### src/design/calc_pkg.sv
// --------------------
// calc_pkg
// Shared widths, stage indices, opcode encoding and the per-stage
// control record of the integer calculator back end
// --------------------

package calc_pkg;

  // Data and register file geometry
  localparam int word_width     = 32;
  localparam int reg_addr_width = 5;
  localparam int num_regs       = 32;

  typedef logic [word_width-1:0]     word_t;
  typedef logic [reg_addr_width-1:0] reg_addr_t;

  // Tracked stages ex1, ex2, ex3, wb
  localparam int stage_els = 4;

  // Stage whose entry muxes that pipe's result into the next completion slot
  localparam int int_done_stage = 0;
  localparam int mul_done_stage = 1;

  localparam int commit_stage = 2;
  localparam int wb_stage     = 3;

  typedef enum logic [3:0]
  {
    op_add
    , op_sub
    , op_and
    , op_or
    , op_xor
    , op_sll
    , op_srl
    , op_sra
    , op_slt
    , op_sltu
    , op_addi
    , op_lui
    , op_mul
    , op_mulhu
    , op_nop
  } calc_op_e;

  typedef struct packed
  {
    logic      valid;
    logic      poison;
    logic      pipe_int_v;
    logic      pipe_mul_v;
    logic      irf_w_v;
    reg_addr_t rd;
    word_t     pc;
  } stage_ctl_t;

endpackage
### src/design/int_regfile.sv
// --------------------
// int_regfile
// Integer register file, two read ports with write-through,
// one write port, register zero hard-wired
// --------------------
`timescale 1ns/1ps

module int_regfile
  (input  logic                clk_i
   , input  logic                rst_i
   , input  calc_pkg::reg_addr_t rs1_addr_i
   , input  calc_pkg::reg_addr_t rs2_addr_i
   , output calc_pkg::word_t     rs1_data_o
   , output calc_pkg::word_t     rs2_data_o
   , input  logic                w_v_i
   , input  calc_pkg::reg_addr_t w_addr_i
   , input  calc_pkg::word_t     w_data_i
   );

  calc_pkg::word_t [calc_pkg::num_regs-1:0] regs_r;

  always_ff @(posedge clk_i)
  begin
    if (rst_i)
    begin
      regs_r <= '0;
    end
    else if (w_v_i && (w_addr_i != '0))
    begin
      regs_r[w_addr_i] <= w_data_i;
    end
  end

  // Same-cycle write wins over the stored value
  assign rs1_data_o = (rs1_addr_i == '0) ? '0
                    : (w_v_i && (w_addr_i == rs1_addr_i)) ? w_data_i : regs_r[rs1_addr_i];
  assign rs2_data_o = (rs2_addr_i == '0) ? '0
                    : (w_v_i && (w_addr_i == rs2_addr_i)) ? w_data_i : regs_r[rs2_addr_i];

endmodule

### config.mk
export PLATFORM = sky130hd
export DESIGN_NAME = int_regfile
export DESIGN_NICKNAME = d
export VERILOG_FILES = /design/src/design/calc_pkg.sv /design/src/design/int_regfile.sv
export SDC_FILE = /design/constraint.sdc
export NUM_CORES = 2
export LEC_CHECK = 0
export BUFFER_PORTS_ARGS = -buffer_cell sky130_fd_sc_hd__clkbuf_2
export CAP_MARGIN = 15
export CORE_ASPECT_RATIO = 1.1
export CORE_MARGIN = 1
export CORE_UTILIZATION = 54
export CTS_BUF_LIST = sky130_fd_sc_hd__clkbuf_8
export CTS_CLUSTER_SIZE = 28
export DETAILED_ROUTE_END_ITERATION = 6
export HOLD_SLACK_MARGIN = 0.1
export PLACE_DENSITY_LB_ADDON = 0.05
export SYNTH_ARGS = -nofsm -noshare
export SYNTH_HDL_FRONTEND = slang
export SYNTH_SLANG_ARGS = --single-unit
export TNS_END_PERCENT = 5
### constraint.sdc
create_clock -name clk_i -period 2.5 [get_ports clk_i]
set_input_delay 0.25 -clock clk_i [delete_from_list [all_inputs] [get_ports clk_i]]
set_output_delay 0.25 -clock clk_i [all_outputs]
set_load 0.005 [all_outputs]
==> impl_metrics.json <==
{
  "status": "finished with violations",
  "violations": "DRC, setup timing",
  "firstDrtPassIters": 7,
  "synth_area_leaders": "dfxtp_1 39%, mux4_2 16%, nand2_1 15%",
  "irDropWorstVdd_mv": 0.519,
  "cp_max_fo": 3,
  "synth-seq-cells": 1024,
  "grt_pass1_wl_um": 337000,
  "fin_setup_tns_ps": -12400,
  "post-route-min-period_ps": 2940,
  "dieHeight_um": 328,
  "cap_violations": 0,
  "async_flop_share_pct": 0,
  "critPathMaxStageDelay_ps": 540,
  "grt_usage_pct": 47.8,
  "dieWidth_um": 299,
  "fin_area_um2": 61700,
  "synth_top_cell_by_area": "dfxtp_1",
  "worst-setup-path-type": "reg2out",
  "grt_pass1_vias": 47500,
  "via_count": 52000,
  "fmax_mhz": 341,
  "min_path_type": "in2reg",
  "synth.cells.most_frequent": "2,086 x nand2_1, 1,048 x a21oi_1, 1,024 x dfxtp_1",
  "cts_tree": "yes",
  "drt-initial-drc-count": 8537,
  "largestRegisters": "regs_r: 1024 flops",
  "cts.path.max_buffers": 3,
  "antenna_left": 0,
  "synth_most_common_cell": "nand2_1",
  "slew_headroom_pct": 30.3,
  "reg2reg_slack_ps": 1280,
  "die_area_um2": 98100,
  "cts-root-buf": "clkbuf_8",
  "fp-row-count": 119,
  "finClkSkew_ps": 0,
  "finalWirelength_um": 241000,
  "cp_top_family": "compound AO/OA/AOI/OAI gates",
  "finalCritPeriodShare_pct": 117,
  "fin_ws_ps": -435,
  "place_area_um2": 57000,
  "io_pins": 114,
  "viasPerCell": 6.85,
  "largest_reg_flops": 1024,
  "crit_arrival_ps": 2690,
  "post-route-drc-count": 2,
  "hold_ws_ps": 212,
  "yosys_warnings": 0,
  "path_cells": "mux4_2 -> o21ai_2 -> a2111oi_2 -> buf_4 -> a311o_1 -> buf_6",
  "fillCellCount": 8160,
  "powerDensity_nw_per_um2": 599,
  "place_congestion": 0.966,
  "final_nets": 6224,
  "syn_to_final_growth_pct": 17.9,
  "p_leak_nw": 21.4,
  "drive_above_1_share_pct": 22.7,
  "synth.cell_area_um2": 52300,
  "cp-end-kind": "output pin",
  "crit_buf_inv": 2,
  "required_ps": 2250,
  "netlist.area_leader.share_pct": 39.2,
  "start_kind": "flop",
  "clk-insertion-delay-late_ps": 860,
  "syn_avg_cell_area_um2": 8.61,
  "tightestPinTransition_ps": 1040,
  "dp_hpwl_um": 146000,
  "pre_cts_slack_ps": -298,
  "final_core_util_pct": 64.3,
  "synth_nets": 6127,
  "coreArea_um2": 95900,
  "slowest_stage": "mux4_2",
  "wire_per_inst_um": 31.8,
  "grt_max_degree": 99,
  "path_clk_slew_ps": 60,
  "synth_cell_type_count": 61,
  "h-tree-depth": 4,
  "setup-violations-final": 64,
  "synthFlopType": "dfxtp_1",
  "grt_antenna_before_repair": 18,
  "numClockSinks": 1024,
  "start_util_pct": 54.6,
  "drv_slew": 0,
  "syn_inst": 6077,
  "synth_edf_count": 0,
  "hold_viol_final": 0,
  "port_buffers": 113,
  "cts_buffers": 175,
  "yosysSeqAreaShare_pct": 39.2,
  "regMostFlops": "regs_r",
  "grt.overflow.total": 0,
  "rsz0062_at_grt": "yes"
}
final cells by class:
| type | count | area (um^2) | area share, % |
|---|---|---|---|
| flip-flops and latches | 1024 | 20500 | 33.3 |
| repair buffers | 582 | 6070 | 9.85 |
| clock inverters | 81 | 482 | 0.781 |
| multi-input cells | 4387 | 29700 | 48.1 |
| inverters | 4 | 15.0 | 0.0243 |
| clock buffers | 237 | 3260 | 5.29 |
| diodes | 8 | 20.0 | 0.0325 |
| well taps | 1270 | 1590 | 2.58 |
power breakdown:
part	internal [mW]	switching, mW	total (mW)
Combinational	1.42	2.66	4.08
Clock	8.93	7.41	16.3
Sequential	16.4	0.0897	16.5
Total	26.8	10.2	36.9
cell families (layout without fill, tap and decap cells):
group,count (synthesis),after routing,synth area share [%]
other,0,8,0
buffers and inverters,666,904,5.80
multiplexers,637,637,21.7
AND/OR/NAND/NOR,2283,2283,17.1
XOR/XNOR,10,10,0.167
AO/OA/AOI/OAI,1457,1457,16.1
flip-flops,1024,1024,39.2
stage by stage:
step	power, mW	std cells
6_report	36.9	7593
5_1_grt	37.7	7586
4_1_cts	36.7	7585
3_5_place_dp	20.7	7234
3_3_place_gp	20.6	7234
2_1_floorplan	18.9	6077
timing repair:
item	in CTS	in global routing
pin swaps	69	31
resized for setup	111	65
endpoints found under the setup margin	64	64
endpoints found under the hold margin	974	0
hold buffers	34	0
setup buffers	0	0
final timing paths:
path	from	endpoint	cells after the start
max	regs_r[489]	rs2_data_o[9]	6
min	w_v_i	regs_r[831]	7
max reg2reg	regs_r[929]	regs_r[929]	3
min reg2reg	regs_r[986]	regs_r[986]	2
placed cells by master (no fill, tap or decap), drive strengths merged, types with 53 or more instances in the layout:
cell,count
a21oi,1048
a22oi,79
buf,446
clkbuf,339
dfxtp,1024
inv,56
mux2i,241
mux4,392
nand2,2086
nor2,61
o221ai,60
o22ai,53
tightest hold or removal path: cells and delay by family:
family	cells	cell delay (ps)
AND/OR/NAND/NOR	4	340
AO/OA/AOI/OAI	1	120
buffers and inverters	2	330
per-layer routing:
metal  GRT usage (%)  routed length [um]  share of wire (%)
met1            59.9               84200                 35
met4            35.0               19900                8.3
met5               0                 138              0.057
met2            69.0              101000                 42
met3            15.7               35400                 15
Note: power is estimated with default switching activity, not from simulation.
