--- config.mk ---
export PLATFORM = sky130hd
export DESIGN_NAME = pipe_mul
export DESIGN_NICKNAME = d
export VERILOG_FILES = /design/src/design/calc_pkg.sv /design/src/design/pipe_mul.sv
export SDC_FILE = /design/constraint.sdc
export NUM_CORES = 2
export LEC_CHECK = 0
export ABC_CLOCK_PERIOD_IN_PS = 7300
export BUFFER_PORTS_ARGS = -buffer_cell sky130_fd_sc_hd__buf_4
export CORE_UTILIZATION = 60
export CTS_BUF_LIST = sky130_fd_sc_hd__clkbuf_16
export DETAILED_ROUTE_END_ITERATION = 10
export GPL_TIMING_DRIVEN = 0
export PLACE_DENSITY_LB_ADDON = 0.08
export SKIP_LAST_GASP = 1
export SYNTH_ARGS = -nofsm -noshare
export SYNTH_HDL_FRONTEND = slang
export SYNTH_SLANG_ARGS = --single-unit
--- constraint.sdc ---
create_clock -name clk_i -period 7.3 [get_ports clk_i]
set_input_delay 0.365 -clock clk_i [delete_from_list [all_inputs] [get_ports clk_i]]
set_output_delay 0.365 -clock clk_i [all_outputs]
set_load 0.01 [all_outputs]
--- src/design/calc_pkg.sv ---
// --------------------
// calc_pkg
// Shared widths, stage indices, opcode encoding and the per-stage
// control record of the integer calculator back end
// --------------------

package calc_pkg;

  // Data and register file geometry
  localparam int word_width     = 32;
  localparam int reg_addr_width = 5;
  localparam int num_regs       = 32;

  typedef logic [word_width-1:0]     word_t;
  typedef logic [reg_addr_width-1:0] reg_addr_t;

  // Tracked stages ex1, ex2, ex3, wb
  localparam int stage_els = 4;

  // Stage whose entry muxes that pipe's result into the next completion slot
  localparam int int_done_stage = 0;
  localparam int mul_done_stage = 1;

  localparam int commit_stage = 2;
  localparam int wb_stage     = 3;

  typedef enum logic [3:0]
  {
    op_add
    , op_sub
    , op_and
    , op_or
    , op_xor
    , op_sll
    , op_srl
    , op_sra
    , op_slt
    , op_sltu
    , op_addi
    , op_lui
    , op_mul
    , op_mulhu
    , op_nop
  } calc_op_e;

  typedef struct packed
  {
    logic      valid;
    logic      poison;
    logic      pipe_int_v;
    logic      pipe_mul_v;
    logic      irf_w_v;
    reg_addr_t rd;
    word_t     pc;
  } stage_ctl_t;

endpackage
--- src/design/pipe_mul.sv ---
// --------------------
// pipe_mul
// Two-cycle unsigned multiplier, product registered after ex1
// --------------------
`timescale 1ns/1ps

module pipe_mul
  (input  logic               clk_i
   , input  logic               rst_i
   , input  calc_pkg::calc_op_e op_i
   , input  calc_pkg::word_t    rs1_i
   , input  calc_pkg::word_t    rs2_i
   , output calc_pkg::word_t    data_o
   );

  localparam int prod_width = 2 * calc_pkg::word_width;

  logic [prod_width-1:0] prod_r;
  calc_pkg::calc_op_e    op_r;

  // Op follows the product so the half select lines up
  always_ff @(posedge clk_i)
  begin
    if (rst_i)
    begin
      op_r <= calc_pkg::op_nop;
    end
    else
    begin
      op_r <= op_i;
    end
  end

  always_ff @(posedge clk_i)
  begin
    prod_r <= {{calc_pkg::word_width{1'b0}}, rs1_i} * {{calc_pkg::word_width{1'b0}}, rs2_i};
  end

  always_comb
  begin
    case (op_r)
      calc_pkg::op_mul:   data_o = prod_r[calc_pkg::word_width-1:0];
      calc_pkg::op_mulhu: data_o = prod_r[prod_width-1:calc_pkg::word_width];
      default:            data_o = '0;
    endcase
  end

endmodule

==> impl_metrics.ini <==
[outcome]
run_status = finished, final reports clean

[worst_setup_path]
crit_path_top_delay_cell = fa_1
path_max_fanout = 10
worstPathCellList = buf_4 -> buf_4 -> and2_1 -> fa_1 -> inv_1 -> fa_1 -> fa_1 -> fa_1 -> inv_1 -> fa_1 -> fa_1 -> fa_2 -> fa_1 -> ha_2 -> a21o_1 -> o21ba_2 -> o22ai_1 -> a211o_1 -> o21ai_2 -> nand4_1 -> a2111oi_2 -> a211oi_1
endpoint_kind = flop
cp_slowest_stage_delay_ns = 0.61
critPathMostFrequentCell = fa_1
required_ns = 7.50
timing_worst_setup_path_type = in -> reg
crit_path_start_kind = input pin
crit_arrival_ns = 7.44

[worst_hold_path]
worstHoldPathCells = 2
worstHoldPathType = in -> reg

[floorplanning]
full_die_area_um2 = 59700
placement_rows = 88
boundaryPins = 102
initial_utilization = 0.609
dieHeight_um = 244
core-area_um2 = 57900
die_x_um = 244

[sta]
report.final.setup_viol = 0
setup_ws_ns = 0.0606
achievable-frequency_mhz = 138
whs_ns = 0.211
post_layout_min_period_ns = 7.24
maxSlewHeadroom = 0.325
tightest_slew_ns = 1.01
rsz0062_at_grt = yes
fin_crit_sh = 0.992
drv_slew = 0
hold_viol = 0

[routing]
via_count = 27850
firstDrtPassIters = 7
dr.first_iter.drc_count = 2863
post-route-drc-count = 0
route.detailed.vias_per_inst = 5.87
wirelength_per_cell_um = 26.4
postRouteAntennaNets = 0
drt-total-wl_mm = 125

[grt]
global_route.usage.met1 = 0.555
grt_util_met2 = 0.646
globalRouteTotalUtil = 0.436
grt_max_degree = 15
grt.busiest_layer = met2
grt_antenna_before_repair = 12
grt-ovfl-total = 0
global_route_wire_length_before_repair_mm = 185
met3_usage = 0.137
grt_pass1_vias = 28481

[synth]
synth_area_um2 = 35300
syn_inst = 3850
synthFlopType = dfxtp_1
ys_warn_count = 0
postSynthNetCount = 5079
async_reset_ff_frac = 0
synth-seq-cells = 68
post_synth_num_cell_types = 64
syn-mean-instance-area_um2 = 9.16
synth_edf_count = 0
yosysSeqAreaShare = 0.0386

[clock_network]
numClockSinks = 68
number_of_buffers_added_by_the_clock_tree_synthesis_step = 9
cts.root.buffer_cell = clkbuf_16
cts.htree.levels = 3
clk_pin_slew_worst_paths_ns = 0.05
cts_tree = done
postCtsHoldBufs = 0
clockBufferDepth = 2

[layout]
area.sequential_um2 = 1360
finish.utilization = 0.660
layout.filler_cells = 5000
multi_input_area_um2 = 30100
synthToLayoutAreaGrowth_pct = 8.36
finalNetCount = 5192
final_cell_mix = fa_1 (874), inv_1 (866), and2_1 (602), nand2_1 (484), ha_1 (256)
drive_above_1_share = 0.101
mostFrequentLayoutCell = fa_1

[flow_run]
cap_violations = 0

[placed_design]
preCtsSetupSlack_ns = -1.01
gp_routability_congestion = 1.07
hpwl_mm = 107
portBuffers = 101
## sequential cells by signal (all words and copies together) (netlist names)
register / flops
op_r: 4
prod_r: 64
## cell usage after synthesis, types with 4 or more instances
cell | count | area [µm²]
nand3_1 | 8 | 40.0
inv_1 | 866 | 3250
o21a_1 | 4 | 30.0
o21ai_0 | 40 | 200
nor3_1 | 13 | 65.1
ha_1 | 263 | 3290
a21o_1 | 21 | 158
clkbuf_1 | 206 | 773
a211oi_1 | 8 | 60.1
a21oi_1 | 83 | 415
o211ai_1 | 8 | 60.1
o21bai_1 | 11 | 82.6
nor2_1 | 49 | 184
nand2_1 | 485 | 1820
or2_2 | 7 | 43.8
buf_2 | 17 | 85.1
and3_1 | 5 | 31.3
a22o_1 | 32 | 280
and4_1 | 5 | 43.8
and2_1 | 604 | 3780
a41oi_1 | 4 | 35.0
a31oi_1 | 5 | 31.3
nor2b_1 | 6 | 37.5
xor2_1 | 19 | 166
dfxtp_1 | 68 | 1360
fa_1 | 896 | 17900
nand4_1 | 23 | 144
xnor2_1 | 39 | 342
## metal layers
layer  share of wire  vias to the layer above  wire (µm)
met4           0.081                        4      10100
met5         0.00015                        -         19
met1            0.36                    14214      45000
li1                -                    11474          -
met3            0.13                      453      15900
met2            0.43                     1705      54300
## timing repair
action                     in CTS  in global routing
gates resized for setup       214                324
setup endpoints to repair      34                 24
pin swaps                       5                 59
setup buffers                   0                  6
## area by class of cell
| type | count | share of cell area |
|---|---|---|
| multi-input combinational | 2689 | 0.787 |
| inverter | 866 | 0.0851 |
| buffer | 222 | 0.0377 |
| sequential | 68 | 0.0356 |
| tap | 765 | 0.0251 |
| timing repair buffer | 107 | 0.0210 |
| clock buffer | 9 | 0.00589 |
| clock inverter | 7 | 0.00239 |
| antenna | 9 | 0.000589 |
## critical path, delay by kind of cell
kind | cells | cell delay, ns
buffers and inverters | 4 | 0.48
and+or+nand+nor | 2 | 0.46
adders and majority gates | 9 | 4.59
AOI/OAI and AO/OA | 7 | 1.52
## worst paths after layout
check | slack, ns | to | from
setup / recovery | 0.06 | prod_r[60] | rs1_i[21]
hold / removal | 0.21 | op_r[0] | rst_i
## kinds of logic after synthesis
family	share of synthesized area
AOI/OAI and AO/OA	0.0491
xor gates and xnor gates	0.0144
adders and majority gates	0.602
buffers and inverters	0.117
DFF	0.0386
and+or+nand+nor	0.179
## per-stage QoR
step / cells / setup TNS, ns / area (µm²)
2_1_floorplan: 3850 / 0 / 35300
3_3_place_gp: 4716 / -22.97 / 37000
3_5_place_dp: 4716 / -22.59 / 37000
4_1_cts: 4729 / -0.00970 / 37700
5_1_grt: 4733 / -0.161 / 38200
6_report: 4742 / 0 / 38200
Power is left out: the tool's default activity adds up to more than one toggle a clock period on the data nets, which glitch-free logic cannot reach.
