[src/design/calc_pkg.sv]
// --------------------
// calc_pkg
// Shared widths, stage indices, opcode encoding and the per-stage
// control record of the integer calculator back end
// --------------------

package calc_pkg;

  // Data and register file geometry
  localparam int word_width     = 32;
  localparam int reg_addr_width = 5;
  localparam int num_regs       = 32;

  typedef logic [word_width-1:0]     word_t;
  typedef logic [reg_addr_width-1:0] reg_addr_t;

  // Tracked stages ex1, ex2, ex3, wb
  localparam int stage_els = 4;

  // Stage whose entry muxes that pipe's result into the next completion slot
  localparam int int_done_stage = 0;
  localparam int mul_done_stage = 1;

  localparam int commit_stage = 2;
  localparam int wb_stage     = 3;

  typedef enum logic [3:0]
  {
    op_add
    , op_sub
    , op_and
    , op_or
    , op_xor
    , op_sll
    , op_srl
    , op_sra
    , op_slt
    , op_sltu
    , op_addi
    , op_lui
    , op_mul
    , op_mulhu
    , op_nop
  } calc_op_e;

  typedef struct packed
  {
    logic      valid;
    logic      poison;
    logic      pipe_int_v;
    logic      pipe_mul_v;
    logic      irf_w_v;
    reg_addr_t rd;
    word_t     pc;
  } stage_ctl_t;

endpackage
[src/design/pipe_int.sv]
// --------------------
// pipe_int
// Single-cycle integer ALU working on the ex1 operands
// --------------------
`timescale 1ns/1ps

module pipe_int
  (input  calc_pkg::calc_op_e op_i
   , input  calc_pkg::word_t    rs1_i
   , input  calc_pkg::word_t    rs2_i
   , input  calc_pkg::word_t    imm_i
   , output calc_pkg::word_t    data_o
   );

  logic [4:0] shamt;

  // Only the low bits of rs2 shift
  assign shamt = rs2_i[4:0];

  always_comb
  begin
    case (op_i)
      calc_pkg::op_add:  data_o = rs1_i + rs2_i;
      calc_pkg::op_sub:  data_o = rs1_i - rs2_i;
      calc_pkg::op_and:  data_o = rs1_i & rs2_i;
      calc_pkg::op_or:   data_o = rs1_i | rs2_i;
      calc_pkg::op_xor:  data_o = rs1_i ^ rs2_i;
      calc_pkg::op_sll:  data_o = rs1_i << shamt;
      calc_pkg::op_srl:  data_o = rs1_i >> shamt;
      calc_pkg::op_sra:  data_o = $signed(rs1_i) >>> shamt;
      calc_pkg::op_slt:
      begin
        data_o = ($signed(rs1_i) < $signed(rs2_i)) ? 32'd1 : 32'd0;
      end
      calc_pkg::op_sltu:
      begin
        data_o = (rs1_i < rs2_i) ? 32'd1 : 32'd0;
      end
      calc_pkg::op_addi: data_o = rs1_i + imm_i;
      // Immediate passes straight through
      calc_pkg::op_lui:  data_o = imm_i;
      default:           data_o = '0;
    endcase
  end

endmodule

[config.mk]
export PLATFORM = sky130hd
export DESIGN_NAME = pipe_int
export DESIGN_NICKNAME = d
export VERILOG_FILES = /design/src/design/calc_pkg.sv /design/src/design/pipe_int.sv
export SDC_FILE = /design/constraint.sdc
export NUM_CORES = 1
export LEC_CHECK = 0
export ABC_AREA = 1
export BUFFER_PORTS_ARGS = -buffer_cell sky130_fd_sc_hd__buf_2
export CELL_PAD_IN_SITES_DETAIL_PLACEMENT = 1
export CELL_PAD_IN_SITES_GLOBAL_PLACEMENT = 1
export CORE_ASPECT_RATIO = 0.9
export CORE_MARGIN = 4
export CORE_UTILIZATION = 30
export DETAILED_ROUTE_END_ITERATION = 12
export MAX_ROUTING_LAYER = met4
export PLACE_DENSITY = 0.68
export SLEW_MARGIN = 40
export SYNTH_ARGS = -nofsm -noshare
export SYNTH_HDL_FRONTEND = slang
export SYNTH_SLANG_ARGS = --single-unit
[constraint.sdc]
create_clock -name vclk -period 5.3
set_clock_uncertainty 0.2 [all_clocks]
set_input_delay 0.53 -clock vclk [all_inputs]
set_output_delay 0.53 -clock vclk [all_outputs]
set_load 0.02 [all_outputs]
==> metrics <==
synthesized cell area=approximately 0.011 mm²; crit-path leading delay family=simple AND/OR/NAND/NOR gates; Clock power frac=0%; Die X=about 210 µm; Setup CP Type=primary input to output port; I/O Buffers=132; synth top area cells=nand2_1, nand3_1, ha_1; area delta synth->final=10.2%; Detailed Route Iter0 Violations=around 1600; post-CTS setup buffer count=0; syn_nets=2504; Tcrit/Tclk final=~87%; outcome=finished clean; die height=190 µm; sequential cells=0; Global Route Usage Sum=32.5%; Detail Route Antenna Nets=0; cell at the slowest stage of the critical path=nor2_4; I/O Pins=roughly 130; layout cells sized above 1=under 10%; number of cell rows=66; Hold Path End=data_o[2]; Final Max Tran Viols=0; post-synth cell types=42; most frequent cells after synthesis=nand2_1, nand3_1, inv_1, nor2_1, ha_1; part of the power in registers=0%; WP depth=19; first-pass GRT wire length=97000 µm; Tightest Pin Transition=slightly below 0.9 ns; final setup violating endpoints=0; largest net degree at the start of global routing=71; full die area=0.0399 mm²; Yosys warning total=0; first drt pass iteration count=5; most common cell in the synthesized netlist=nand2_1; vias in the first global route=about 15000; NetSw=0.000958 W; WP buf/inv=4; DR vias/cell=5.53; setup repair after global routing missed its margin=false; crit path time final=around 4.6 ns; Crit. End Element=output port; post_cts resized=0; Final #Nets=about 2600; post-synth top area share=between 20% and 30%; CP cell instances=buf_2, inv_1, nand2_2, nor2_4, buf_4, o21ai_0, ha_1, nand2_1, nor2_1, nand3_1, nand2_1, nand2_1, nand2_1, nand2_1, nand2_1, nand2_1, nand3_1, nand3_1, buf_2; Leak=roughly 7.0 nW; Seq/Total Area, Yosys=0%; hold path depth=6; Placement Setup Slack=approximately 0.8 ns; most frequent CP cell=nand2_1; DRT Wirelength=between 60000 and 70000 µm; hpwl dp=between 50000 and 60000 µm; Starting Density=30.4%; Comb pwr share=100.0%; core area=~0.036 mm²; PD cells=110 mW/mm²; Worst Hold Class=primary input to output port; Multi-input gate area=around 0.0095 mm²; via count=around 16000; post-layout util=between 30% and 40%; initial antenna violation count=1; CP Max Fanout=18; Gate Count Post-Synth=about 2300; syn_area_per_cell=~4.9 µm²; GPL Wtd Cong=1.01; Data arrival, critical path=3.89 ns; MaxCap Viol Count=0; Fillers=5303; CTS Hold Bufs=0; Net Sw Frac=71.9%; Final TNS setup=0 ns; worst path required time=4.57 ns; register area=0 µm²; hold_sp=imm_i[2]; final hold violations=0; routed len/inst=23.4 µm; Design Power=0.00133 W; crit-path max cell delay=a little over 0.5 ns; peak supply drop=42.6 µV; relative slew slack=between 40% and 50%; drc violations=0; critical path startpoint category=primary input; gr ovfl total=0; post-synth top area cell=nand2_1; CLK BUF=0; Max Clock Freq=0.216 GHz; Internal Power=between 0.0003 and 0.0004 W; final setup margin=0.681 ns
[power by group through the flow]
stage / combinational (W) / sequential, W / clock, W
3_3_place_gp: 0.00129 / 0 / 0
2_1_floorplan: 0.000808 / 0 / 0
5_1_grt: 0.00145 / 0 / 0.00000000000543
6_report: 0.00133 / 0 / 0.0000000000188
4_1_cts: 0.00131 / 0 / 0
3_5_place_dp: 0.00130 / 0 / 0
[cell usage in the layout, fill, tap and decap left out, drive strengths merged]
| cell | count |
|---|---|
| nand2 | 845 |
| nand3 | 367 |
| inv | 311 |
| nor2 | 200 |
| buf | 163 |
| ha | 133 |
| o21ai | 114 |
| a21oi | 77 |
| nand4 | 26 |
| nor3 | 23 |
| o211ai | 16 |
| or2 | 12 |
| o21bai | 10 |
| and2 | 10 |
| o22ai | 9 |
| o221ai | 7 |
| nand3b | 7 |
| xor2 | 5 |
| o2111ai | 4 |
| a221oi | 4 |
| nor4 | 3 |
| diode | 2 |
| nor3b | 2 |
| fa | 2 |
| a31oi | 1 |
| and3 | 1 |
| o211a | 1 |
| a21o | 1 |
| mux2i | 1 |
| o21a | 1 |
| a211oi | 1 |
[how the worst max path moves through the flow]
stage                        from          to  slack (ns)
final                     op_i[0]  data_o[31]        0.68
after global routing      op_i[0]  data_o[11]        0.47
after CTS                 op_i[0]  data_o[31]        0.80
after detailed placement  op_i[0]   data_o[6]        0.81
after global placement    op_i[0]   data_o[6]        0.86
after floorplan           op_i[0]   data_o[8]        1.63
[cell type report]
cell class	instances	area share (%)
repair buffers	163	7.45
multi-input cells	1883	78.0
diodes	2	0.0411
well taps	476	4.90
inverters	311	9.64
[kinds of logic after synthesis]
family          count (synthesis)  share of synthesized area, %
simple gates                 1496                          57.4
buf+inv                       386                          14.1
compound gates                246                          12.6
fa+ha+maj                     135                          15.4
xor+xnor                        5                         0.397
mux                             1                        0.0907
[worst min-delay path, cell delays in order]
cell	delay, ns
buf_2	0.09
nand2_1	0.05
o21ai_0	0.08
nor4_1	0.06
nand3_1	0.08
buf_2	0.17
[per-stage QoR]
step                hold WS, ns  std cells  cell area (µm²)
finish                     1.39       2835            12200
global route               1.46       2834            12200
CTS                        1.39       2833            12200
detailed placement         1.38       2833            12200
global placement           1.39       2833            12200
floorplan                  1.15       2269            11000
[per-layer routing]
layer | vias to the layer above | part of all wire [%] | global-route usage (%)
li1 | 7485 | - | -
met1 | 7525 | 47 | 46.4
met2 | 581 | 44 | 50.6
met3 | 97 | 5.5 | 1.55
met4 | 0 | 3.3 | 7.70
met5 | - | 0 | -
(Power assumes the default switching activity.)
