--- src/design/calc_pkg.sv ---
// --------------------
// calc_pkg
// Shared widths, stage indices, opcode encoding and the per-stage
// control record of the integer calculator back end
// --------------------

package calc_pkg;

  // Data and register file geometry
  localparam int word_width     = 32;
  localparam int reg_addr_width = 5;
  localparam int num_regs       = 32;

  typedef logic [word_width-1:0]     word_t;
  typedef logic [reg_addr_width-1:0] reg_addr_t;

  // Tracked stages ex1, ex2, ex3, wb
  localparam int stage_els = 4;

  // Stage whose entry muxes that pipe's result into the next completion slot
  localparam int int_done_stage = 0;
  localparam int mul_done_stage = 1;

  localparam int commit_stage = 2;
  localparam int wb_stage     = 3;

  typedef enum logic [3:0]
  {
    op_add
    , op_sub
    , op_and
    , op_or
    , op_xor
    , op_sll
    , op_srl
    , op_sra
    , op_slt
    , op_sltu
    , op_addi
    , op_lui
    , op_mul
    , op_mulhu
    , op_nop
  } calc_op_e;

  typedef struct packed
  {
    logic      valid;
    logic      poison;
    logic      pipe_int_v;
    logic      pipe_mul_v;
    logic      irf_w_v;
    reg_addr_t rd;
    word_t     pc;
  } stage_ctl_t;

endpackage
--- src/design/calc_issue.sv ---
// --------------------
// calc_issue
// Decodes the dispatched op, bypasses operands from results in flight
// and holds the ex1 reservation register
// --------------------
`timescale 1ns/1ps

module calc_issue
  (input  logic                                                   clk_i
   , input  logic                                                   rst_i
   , input  logic                                                   dispatch_v_i
   , input  logic                                                   flush_i
   , input  calc_pkg::calc_op_e                                     dispatch_op_i
   , input  calc_pkg::word_t                                        dispatch_pc_i
   , input  calc_pkg::word_t                                        dispatch_imm_i
   , input  calc_pkg::reg_addr_t                                    dispatch_rd_i
   , input  calc_pkg::reg_addr_t                                    dispatch_rs1_i
   , input  calc_pkg::reg_addr_t                                    dispatch_rs2_i
   , input  calc_pkg::word_t                                        rf_rs1_i
   , input  calc_pkg::word_t                                        rf_rs2_i
   , input  logic [calc_pkg::stage_els-1:1]                         fwd_v_i
   , input  calc_pkg::reg_addr_t [calc_pkg::stage_els-1:1]          fwd_rd_i
   , input  calc_pkg::word_t [calc_pkg::stage_els-1:1]              fwd_data_i
   , output calc_pkg::calc_op_e                                     ex1_op_o
   , output calc_pkg::word_t                                        ex1_rs1_o
   , output calc_pkg::word_t                                        ex1_rs2_o
   , output calc_pkg::word_t                                        ex1_imm_o
   , output calc_pkg::stage_ctl_t                                   isd_ctl_o
   );

  logic            is_int;
  logic            is_mul;
  logic            keep_v;
  calc_pkg::word_t byp_rs1;
  calc_pkg::word_t byp_rs2;

  // Youngest matching entry wins, entry 1 is the youngest
  function automatic calc_pkg::word_t bypass_sel
    (input calc_pkg::reg_addr_t                           addr
     , input calc_pkg::word_t                               rf_data
     , input logic [calc_pkg::stage_els-1:1]                v
     , input calc_pkg::reg_addr_t [calc_pkg::stage_els-1:1] rd
     , input calc_pkg::word_t [calc_pkg::stage_els-1:1]     data
     );
    calc_pkg::word_t sel;
    sel = rf_data;
    for (int i = calc_pkg::stage_els-1; i >= 1; i--)
    begin
      if (v[i] && (rd[i] == addr) && (addr != '0))
      begin
        sel = data[i];
      end
    end
    return sel;
  endfunction

  always_comb
  begin
    is_int = 1'b0;
    is_mul = 1'b0;
    case (dispatch_op_i)
      calc_pkg::op_mul, calc_pkg::op_mulhu: is_mul = 1'b1;
      calc_pkg::op_nop:                     is_int = 1'b0;
      default:                              is_int = 1'b1;
    endcase
  end

  // Flushed or empty slots go down the pipe as a nop
  assign keep_v = dispatch_v_i & ~flush_i;

  assign byp_rs1 = bypass_sel(dispatch_rs1_i, rf_rs1_i, fwd_v_i, fwd_rd_i, fwd_data_i);
  assign byp_rs2 = bypass_sel(dispatch_rs2_i, rf_rs2_i, fwd_v_i, fwd_rd_i, fwd_data_i);

  always_comb
  begin
    isd_ctl_o.valid      = dispatch_v_i;
    isd_ctl_o.poison     = flush_i;
    isd_ctl_o.pipe_int_v = keep_v & is_int;
    isd_ctl_o.pipe_mul_v = keep_v & is_mul;
    isd_ctl_o.irf_w_v    = keep_v & (is_int | is_mul) & (dispatch_rd_i != '0);
    isd_ctl_o.rd         = dispatch_rd_i;
    isd_ctl_o.pc         = dispatch_pc_i;
  end

  always_ff @(posedge clk_i)
  begin
    if (rst_i)
    begin
      ex1_op_o <= calc_pkg::op_nop;
    end
    else
    begin
      ex1_op_o <= keep_v ? dispatch_op_i : calc_pkg::op_nop;
    end
  end

  always_ff @(posedge clk_i)
  begin
    ex1_rs1_o <= byp_rs1;
    ex1_rs2_o <= byp_rs2;
    ex1_imm_o <= dispatch_imm_i;
  end

endmodule

--- config.mk ---
export PLATFORM = sky130hd
export DESIGN_NAME = calc_issue
export DESIGN_NICKNAME = d
export VERILOG_FILES = /design/src/design/calc_pkg.sv /design/src/design/calc_issue.sv
export SDC_FILE = /design/constraint.sdc
export NUM_CORES = 1
export LEC_CHECK = 0
export BUFFER_PORTS_ARGS = -buffer_cell sky130_fd_sc_hd__buf_2
export CAP_MARGIN = 15
export CELL_PAD_IN_SITES_DETAIL_PLACEMENT = 1
export CELL_PAD_IN_SITES_GLOBAL_PLACEMENT = 1
export CORE_AREA = 2 2 159 161
export DETAILED_ROUTE_END_ITERATION = 8
export DIE_AREA = 0 0 161 163
export PLACE_DENSITY_LB_ADDON = 0.1
export SYNTH_ARGS = -nofsm -noshare
export SYNTH_HDL_FRONTEND = slang
export SYNTH_SLANG_ARGS = --single-unit
export TNS_END_PERCENT = 10
--- constraint.sdc ---
create_clock -name clk_i -period 1.8 [get_ports clk_i]
set_input_delay 0.27 -clock clk_i [delete_from_list [all_inputs] [get_ports clk_i]]
set_output_delay 0.27 -clock clk_i [all_outputs]
set_load 0.03 [all_outputs]
==> flow_summary.json, run 1 <==
{
  "p_int_uw": 4060,
  "yosys.area.top_type": "dfxtp_1",
  "fin_area_um2": 7640,
  "grt_pass1_wl_um": 36500,
  "antenna_found_initial": 10,
  "p_leak_uw": 0.00386,
  "vias_per_cell": 4.41,
  "die_h_um": 163,
  "core_um2": 24700,
  "min-delay-start": "dispatch_imm_i[25]",
  "fmaxAchievable_ghz": 0.573,
  "cts_sinks": 100,
  "cts_root_buffer": "clkbuf_16",
  "worstHoldPathType": "in2reg",
  "required_ns": 2.08,
  "post-synth-top-area-fraction": 0.412,
  "setup.worst_path.end_class": "flip-flop",
  "path_max_fanout": 30,
  "vdd_ir_drop_max_uv": 367,
  "finalSetupTns_ns": 0,
  "relSlewSlack": 0.588,
  "synthCells": 512,
  "cts_tree": "yes",
  "combPwrFrac": 0.230,
  "status": "complete, no violations",
  "hold_violations": 0,
  "ys_warn_count": 0,
  "final.setup.worst_slack_ns": 0.0547,
  "clkPwrFrac": 0.361,
  "start_util": 0.197,
  "p_seq_frac": 0.408,
  "htreeDepth": 3,
  "ys_top_cells_by_area": "dfxtp_1 41%, mux2i_1 12%, a211oi_2 7.7%",
  "p_switching_uw": 1860,
  "hold_end": "ex1_imm_o[25]$_DFF_P_",
  "place_hpwl_um": 19300,
  "cts_setup_buffers": 0,
  "path_class": "in2reg",
  "grt_pass1_vias": 5969,
  "synth_fp_nets": 777,
  "grt_overflow": 0,
  "hold_depth": 1,
  "num_vias": 5342,
  "mostFrequentLayoutCells": "342 x buf_2, 100 x dfxtp_1, 66 x nor3_1, 61 x nor2_1, 59 x mux2i_1",
  "grt_max_degree": 33,
  "avgSynthCellArea_um2": 9.48,
  "async_reset_ff_frac": 0,
  "cts_buffer_depth": 2,
  "dr.pass1.iters": 4,
  "syn2layout_area_growth_pct": 57.4,
  "drt-initial-drc-count": 136,
  "dieArea_um2": 26200,
  "power.density_nw_per_um2": 775,
  "placed_area_um2": 7050,
  "whs_ns": 0.0197,
  "cap_violations": 0,
  "seq_area_frac_synth": 0.412,
  "fp-row-count": 58,
  "synth_edf_count": 0,
  "postRouteWirelength_um": 25000,
  "ys_types": 41,
  "drc": 0,
  "fin_nets": 1132,
  "finalSetupViolations": 0,
  "crit_chain": "buf_2, or2_1, o21a_1, or4_2, and2_4, a211oi_2",
  "io_pins": 407,
  "report.final.slew_viol_count": 0,
  "min_period_ns": 1.75,
  "dp_slack_ns": -0.463,
  "cp_slowest_stage_delay_ns": 0.56,
  "synth_ff_type": "dfxtp_1",
  "switching_share": 0.314,
  "layout_commonest_cell": "buf_2",
  "startpoint_type": "input port",
  "critPathTopFamily": "simple AND/OR/NAND/NOR gates",
  "die_x_um": 161,
  "final_layout_size_suffix_gt1_frac": 0.519,
  "gr-usage-all-layers": 0.187,
  "rsz0062_at_grt": "true",
  "wl_per_cell_um": 20.6,
  "cts_buffers": 9,
  "finalCritPeriodShare": 0.970,
  "io_buffers": 342,
  "ys_ff_latch": 100,
  "synth_area_um2": 4850,
  "cpMaxStageDelayCell": "or4_2",
  "antenna_left": 0,
  "clkTransAtPathRegs_ns": 0.09,
  "place.gp.congestion": 0.887,
  "worstMarginPinSlew_ns": 0.616,
  "crit_buf_inv": 1,
  "cp.arrival_ns": 2.03
}
-- logic make-up (layout without fill, tap and decap cells) --
kind of cell	Yosys count	in the layout	share of synthesized area
flip-flops	100	100	0.412
other	0	8	0
XOR/XNOR	24	24	0.0433
multiplexers	59	59	0.122
AO/OA/AOI/OAI	84	84	0.158
AND/OR/NAND/NOR	171	172	0.169
buffers and inverters	74	433	0.0951
-- cells in the mapped netlist, types with 6 or more instances --
library cell  instances
clkbuf_1             22
mux2i_1              59
a211oi_2             30
xor2_1               16
o21ai_1              10
and2_1                6
buf_2                 6
xnor2_1               8
dfxtp_1             100
nand2_1              14
nor2_1               62
nor3_1               67
a211oi_1             29
buf_4                40
-- metal layers --
| layer | vias up | share of wire | GRT usage |
|---|---|---|---|
| met5 | - | 0.0011 | 0 |
| met4 | 4 | 0.041 | 0.0893 |
| met3 | 68 | 0.072 | 0.0517 |
| met2 | 247 | 0.51 | 0.346 |
| met1 | 2507 | 0.37 | 0.196 |
| li1 | 2516 | - | - |
-- sequential cells by signal, indices dropped and copies added, names as in the netlist --
signal / flops
ex1_rs2_o: 32
ex1_imm_o: 32
ex1_op_o: 4
ex1_rs1_o: 32
-- stage by stage --
step                cells  utilization  total power (µW)
floorplan             512            -              3260
global placement     1164        0.286              3790
detailed placement   1164        0.286              3810
CTS                  1202        0.308              6030
global route         1207        0.309              6220
finish               1210        0.310              5920
-- power groups by stage --
stage / registers, µW / logic (µW) / clock network, µW
CTS: 2420 / 1380 / 2230
global route: 2430 / 1460 / 2320
finish: 2420 / 1360 / 2140
global placement: 2470 / 1320 / 0
detailed placement: 2470 / 1330 / 0
floorplan: 2790 / 473 / 0
-- repair_timing --
action,in CTS,in global routing
pin swaps,1,0
hold buffers,21,0
resized for setup,2,3
hold endpoints to repair,21,0
gates cloned,1,0
setup endpoints to repair,29,55
-- final cells by class --
class,instances,area [µm²]
Multi-Input combinational cell,339,2470
Clock buffer,9,225
Tap cell,330,413
Inverter,2,7.51
Antenna cell,8,20.0
Sequential cell,100,2000
Timing Repair Buffer,415,2390
Fill cell,3000,17000
Clock inverter,7,108
-- how the worst max path moves through the flow --
| stage | start | to | slack (ns) | cells past startpoint |
|---|---|---|---|---|
| 2_1_floorplan | dispatch_rs1_i[2] | ex1_rs1_o[19]$_DFF_P_ | 0.02 | 8 |
| 3_3_place_gp | dispatch_rs2_i[0] | ex1_rs2_o[28]$_DFF_P_ | -0.40 | 6 |
| 3_5_place_dp | dispatch_rs1_i[3] | ex1_rs1_o[29]$_DFF_P_ | -0.46 | 7 |
| 4_1_cts | dispatch_rs2_i[0] | ex1_rs2_o[30]$_DFF_P_ | 0.01 | 7 |
| 5_1_grt | dispatch_rs2_i[0] | ex1_rs2_o[28]$_DFF_P_ | -0.02 | 6 |
| 6_report | fwd_rd_i[1] | ex1_rs2_o[30]$_DFF_P_ | 0.05 | 6 |
No activity file was read; power rests on OpenSTA's default activity.
==> inputs of run 2 (changes only) <==
- CORE_AREA: 2 2 159 161 -> 4 4 156 158
- DIE_AREA: 0 0 161 163 -> 0 0 160 162
- PLACE_DENSITY: unset -> 0.76
- PLACE_DENSITY_LB_ADDON: 0.1 -> unset
- SKIP_CTS_REPAIR_TIMING: unset -> 1
==> run 2 against run 1 <==
Via count shrank 0.15%. Highest routed layer unchanged. Sequential share of layout area is 0.63 points lower. First-iteration DRC count grew 57%. Core utilization up 2.9 points. Clock-buffer cell count unchanged. Worst hold slack got worse by 0.0058 ns. Design area rose by 2.5%. Total power decreased by 0.39%. Largest cell class is now buffers. Cell count down 2.1%. Non-clock buffer count rose by 22. Combinational power is 4% higher.
==> flow_summary.json, run 2 (same netlist as run 1, synthesis figures left out) <==
{
  "worstSetupStartpoint": "fwd_rd_i[1]",
  "grt_overflow": 0,
  "power.density_nw_per_um2": 754,
  "fp-row-count": 56,
  "place.gp.congestion": 0.795,
  "grt_max_degree": 33,
  "p_leak_uw": 0.00399,
  "startpoint_type": "input port",
  "layout_commonest_cell": "buf_2",
  "gr-usage-all-layers": 0.175,
  "htreeDepth": 3,
  "path_class": "in2reg",
  "vias_per_cell": 4.51,
  "vdd_ir_drop_max_uv": 351,
  "cts_root_buffer": "clkbuf_16",
  "cts_sinks": 100,
  "p_int_uw": 3970,
  "io_pins": 407,
  "worstHoldPathType": "in2reg",
  "finalCritPeriodShare": 0.982,
  "cap_violations": 0,
  "crit_buf_inv": 2,
  "cts_buffer_depth": 2,
  "cp_slowest_stage_delay_ns": 0.56,
  "dieArea_um2": 25900,
  "rsz0062_at_grt": "false",
  "combPwrFrac": 0.239,
  "mostFrequentLayoutCells": "342 x buf_2, 100 x dfxtp_1, 65 x nor3_1, 61 x nor2_1, 59 x mux2i_1",
  "switching_share": 0.327,
  "fmaxAchievable_ghz": 0.566,
  "path_max_fanout": 14,
  "total_power_uw": 5900,
  "grt_pass1_vias": 5796,
  "final_layout_size_suffix_gt1_frac": 0.531,
  "place_hpwl_um": 19600,
  "drc": 0,
  "antenna_found_initial": 1,
  "setup.worst_path.end_class": "flip-flop",
  "min_period_ns": 1.77,
  "cts_tree": "yes",
  "crit_end": "ex1_rs2_o[11]$_DFF_P_",
  "hold_violations": 0,
  "num_vias": 5334,
  "io_buffers": 342,
  "syn2layout_area_growth_pct": 61.2,
  "finalSetupViolations": 0,
  "p_seq_frac": 0.408,
  "required_ns": 2.05,
  "cpMaxStageDelayCell": "or4_2",
  "cts_buffers": 9,
  "worstMarginPinSlew_ns": 0.495,
  "postRouteWirelength_um": 24700,
  "die_x_um": 160,
  "fin_nets": 1154,
  "clkTransAtPathRegs_ns": 0.08,
  "cp.arrival_ns": 2.02,
  "dr.pass1.iters": 4,
  "clkPwrFrac": 0.353,
  "reg_top3": "ex1_imm_o (32), ex1_rs1_o (32), ex1_rs2_o (32)",
  "relSlewSlack": 0.668,
  "crit_chain": "buf_2, or2_1, o21a_1, or4_2, and2_4, buf_12, a211oi_2",
  "start_util": 0.210,
  "drt-initial-drc-count": 213,
  "grt_pass1_wl_um": 34800,
  "status": "complete, no violations",
  "crit_cells": 7,
  "whs_ns": 0.0139,
  "report.final.slew_viol_count": 0,
  "core_um2": 23100,
  "wl_per_cell_um": 20.9,
  "diodes": 0,
  "p_switching_uw": 1930,
  "critPathTopFamily": "simple AND/OR/NAND/NOR gates",
  "antenna_left": 0,
  "die_h_um": 162
}
run 2: area by class of cell:
cell class	instances	area, µm²
sequential	100	2000
tap	290	363
clock buffer	9	225
timing repair buffer	437	2650
clock inverter	7	91.3
fill	2806	15300
multi-input combinational	339	2490
inverter	2	7.51
run 2: worst min-delay path by stage:
stage                       start                     to  slack (ns)  depth (start not counted)
5_1_grt         dispatch_imm_i[4]   ex1_imm_o[4]$_DFF_P_      -0.002                          1
4_1_cts        dispatch_imm_i[23]  ex1_imm_o[23]$_DFF_P_      -0.008                          1
2_1_floorplan   dispatch_imm_i[0]   ex1_imm_o[0]$_DFF_P_        0.30                          0
3_3_place_gp   dispatch_imm_i[24]  ex1_imm_o[24]$_DFF_P_        0.37                          1
6_report        dispatch_imm_i[4]   ex1_imm_o[4]$_DFF_P_        0.01                          1
3_5_place_dp   dispatch_imm_i[23]  ex1_imm_o[23]$_DFF_P_        0.37                          1
run 2: stage by stage:
| stage | instance area (µm²) | utilization | TNS (ns) | cells | setup slack, ns |
|---|---|---|---|---|---|
| 6_report | 7830 | 0.339 | 0 | 1184 | 0.0325 |
| 5_1_grt | 7830 | 0.339 | 0 | 1184 | 0.0109 |
| 4_1_cts | 7500 | 0.324 | -0.292 | 1155 | -0.0343 |
| 3_5_place_dp | 7190 | 0.311 | -19.75 | 1139 | -0.425 |
| 3_3_place_gp | 7190 | 0.311 | -18.21 | 1139 | -0.410 |
| 2_1_floorplan | 4870 | - | 0 | 512 | 0.0229 |
run 2: power groups by stage:
| stage | Sequential (µW) | Clock (µW) | Combinational (µW) |
|---|---|---|---|
| 2_1_floorplan | 2790 | 0 | 473 |
| 3_3_place_gp | 2460 | 0 | 1340 |
| 3_5_place_dp | 2460 | 0 | 1360 |
| 4_1_cts | 2410 | 2160 | 1360 |
| 5_1_grt | 2430 | 2250 | 1510 |
| 6_report | 2410 | 2080 | 1410 |
run 2: routing by layer:
layer,up-vias,GRT usage,wire (µm),part of all wire
li1,2546,-,-,-
met1,2515,0.201,9550,0.39
met2,212,0.320,12900,0.52
met3,59,0.0396,1570,0.063
met4,2,0.0618,673,0.027
met5,-,0,7,0.00028
==> inputs of run 3 (changes only) <==
- CELL_PAD_IN_SITES_GLOBAL_PLACEMENT: 1 -> 2
- CORE_AREA: 4 4 156 158 -> unset
- CORE_MARGIN: unset -> 4
- CORE_UTILIZATION: unset -> 18
- DIE_AREA: 0 0 160 162 -> unset
- PLACE_DENSITY: 0.76 -> 0.83
==> run 3 against run 2 <==
Sequential cell count unchanged. Combinational power about the same. Non-clock buffer count increased by 2. Highest routed layer unchanged. Global-route usage decreased by 2.9 points. Cell count increased by 4.1%. Routed wire length decreased by 2.1%.
==> flow_summary.json, run 3 (same netlist as run 1, synthesis figures left out) <==
{
  "power.density_nw_per_um2": 754,
  "num_vias": 5305,
  "path_max_fanout": 15,
  "report.final.slew_viol_count": 0,
  "antenna_left": 0,
  "rsz0062_at_grt": "false",
  "start_util": 0.185,
  "path_class": "in2reg",
  "grt_pass1_wl_um": 32500,
  "wl_per_cell_um": 19.7,
  "placed_cells": 1185,
  "layout_commonest_cell": "buf_2",
  "dieArea_um2": 29700,
  "io_buffers": 342,
  "required_ns": 2.07,
  "p_leak_uw": 0.00400,
  "cts_root_buffer": "clkbuf_16",
  "worstMarginPinSlew_ns": 0.498,
  "cts_tree": "yes",
  "grt_max_degree": 33,
  "die_x_um": 172,
  "cap_violations": 0,
  "place.gp.congestion": 0.821,
  "vdd_ir_drop_max_uv": 487,
  "reg_top3": "ex1_imm_o (32), ex1_rs1_o (32), ex1_rs2_o (32)",
  "worstHoldPathType": "in2reg",
  "dr.pass1.iters": 4,
  "fin_area_um2": 7900,
  "placed_area_um2": 7260,
  "startpoint_type": "input port",
  "fmaxAchievable_ghz": 0.586,
  "hold_violations": 0,
  "htreeDepth": 3,
  "antenna_found_initial": 2,
  "min_period_ns": 1.71,
  "fin_nets": 1156,
  "io_pins": 407,
  "vias_per_cell": 4.31,
  "finalCritPeriodShare": 0.949,
  "final_util": 0.301,
  "grt_pass1_vias": 5521,
  "clkTransAtPathRegs_ns": 0.08,
  "setup.worst_path.end_class": "flip-flop",
  "postRouteWirelength_um": 24200,
  "whs_ns": 0.0122,
  "mostFrequentLayoutCells": "342 x buf_2, 100 x dfxtp_1, 65 x nor3_1, 61 x nor2_1, 59 x mux2i_1",
  "finalSetupTns_ns": 0,
  "cp.arrival_ns": 1.98,
  "die_h_um": 172,
  "status": "complete, no violations",
  "place_hpwl_um": 18900,
  "cts_buffer_depth": 2,
  "instances_no_fill": 1232,
  "relSlewSlack": 0.666,
  "final_layout_size_suffix_gt1_frac": 0.528,
  "cts_buffers": 9,
  "fp-row-count": 59,
  "gr-usage-all-layers": 0.146,
  "finalSetupViolations": 0,
  "cts_sinks": 100,
  "core_um2": 26300,
  "grt_overflow": 0,
  "drt-initial-drc-count": 170,
  "drc": 0,
  "syn2layout_area_growth_pct": 62.7
}
## run 3: changes by cell type in the layout (fill, tap and decap cells not counted), sizes merged
cell,change
clkinv,-3
dlygate4sd3,+2
and2,+1
bufinv,+1
clkbuf,+1
clkinvlp,+1
diode,+1
nor2,-1
## run 3: final timing paths
check	startpoint	to	slack (ns)	cells past startpoint
min	dispatch_imm_i[0]	ex1_imm_o[0]$_DFF_P_	0.01	1
max	fwd_rd_i[1]	ex1_rs2_o[30]$_DFF_P_	0.09	6
## run 3: metal layers
| layer | global-route usage | share of wire |
|---|---|---|
| met1 | 0.171 | 0.39 |
| met4 | 0.0499 | 0.022 |
| met2 | 0.266 | 0.52 |
| met3 | 0.0306 | 0.062 |
| met5 | 0 | 0.00083 |
## run 3: layout make-up
class                           instances  area, µm²
Fill cell                            3188      18400
Clock inverter                          6       77.6
Tap cell                              335        419
Timing Repair Buffer                  439       2690
Antenna cell                            1       2.50
Inverter                                2       7.51
Clock buffer                           10        229
Multi-Input combinational cell        339       2470
Sequential cell                       100       2000
## run 3: power by group
part           total [µW]  internal, µW  switching, µW  leakage, µW
clock                2160          1110           1050     0.000147
combinational        1390           586            806      0.00301
sequential           2410          2370           38.8     0.000843
total                5960          4070           1890      0.00400
## run 3: per-stage QoR
| stage | power (µW) | worst slack [ns] |
|---|---|---|
| 2_1_floorplan | 3260 | 0.0229 |
| 3_3_place_gp | 3790 | -0.377 |
| 3_5_place_dp | 3800 | -0.374 |
| 4_1_cts | 6020 | -0.00243 |
| 5_1_grt | 6250 | 0.00684 |
| 6_report | 5960 | 0.0927 |
## run 3: critical path, stage by stage
cell and delay (ns):
buf_2 0.12, or2_1 0.22, o21a_1 0.18, or4_2 0.63, and2_4 0.29, a211oi_2 0.25
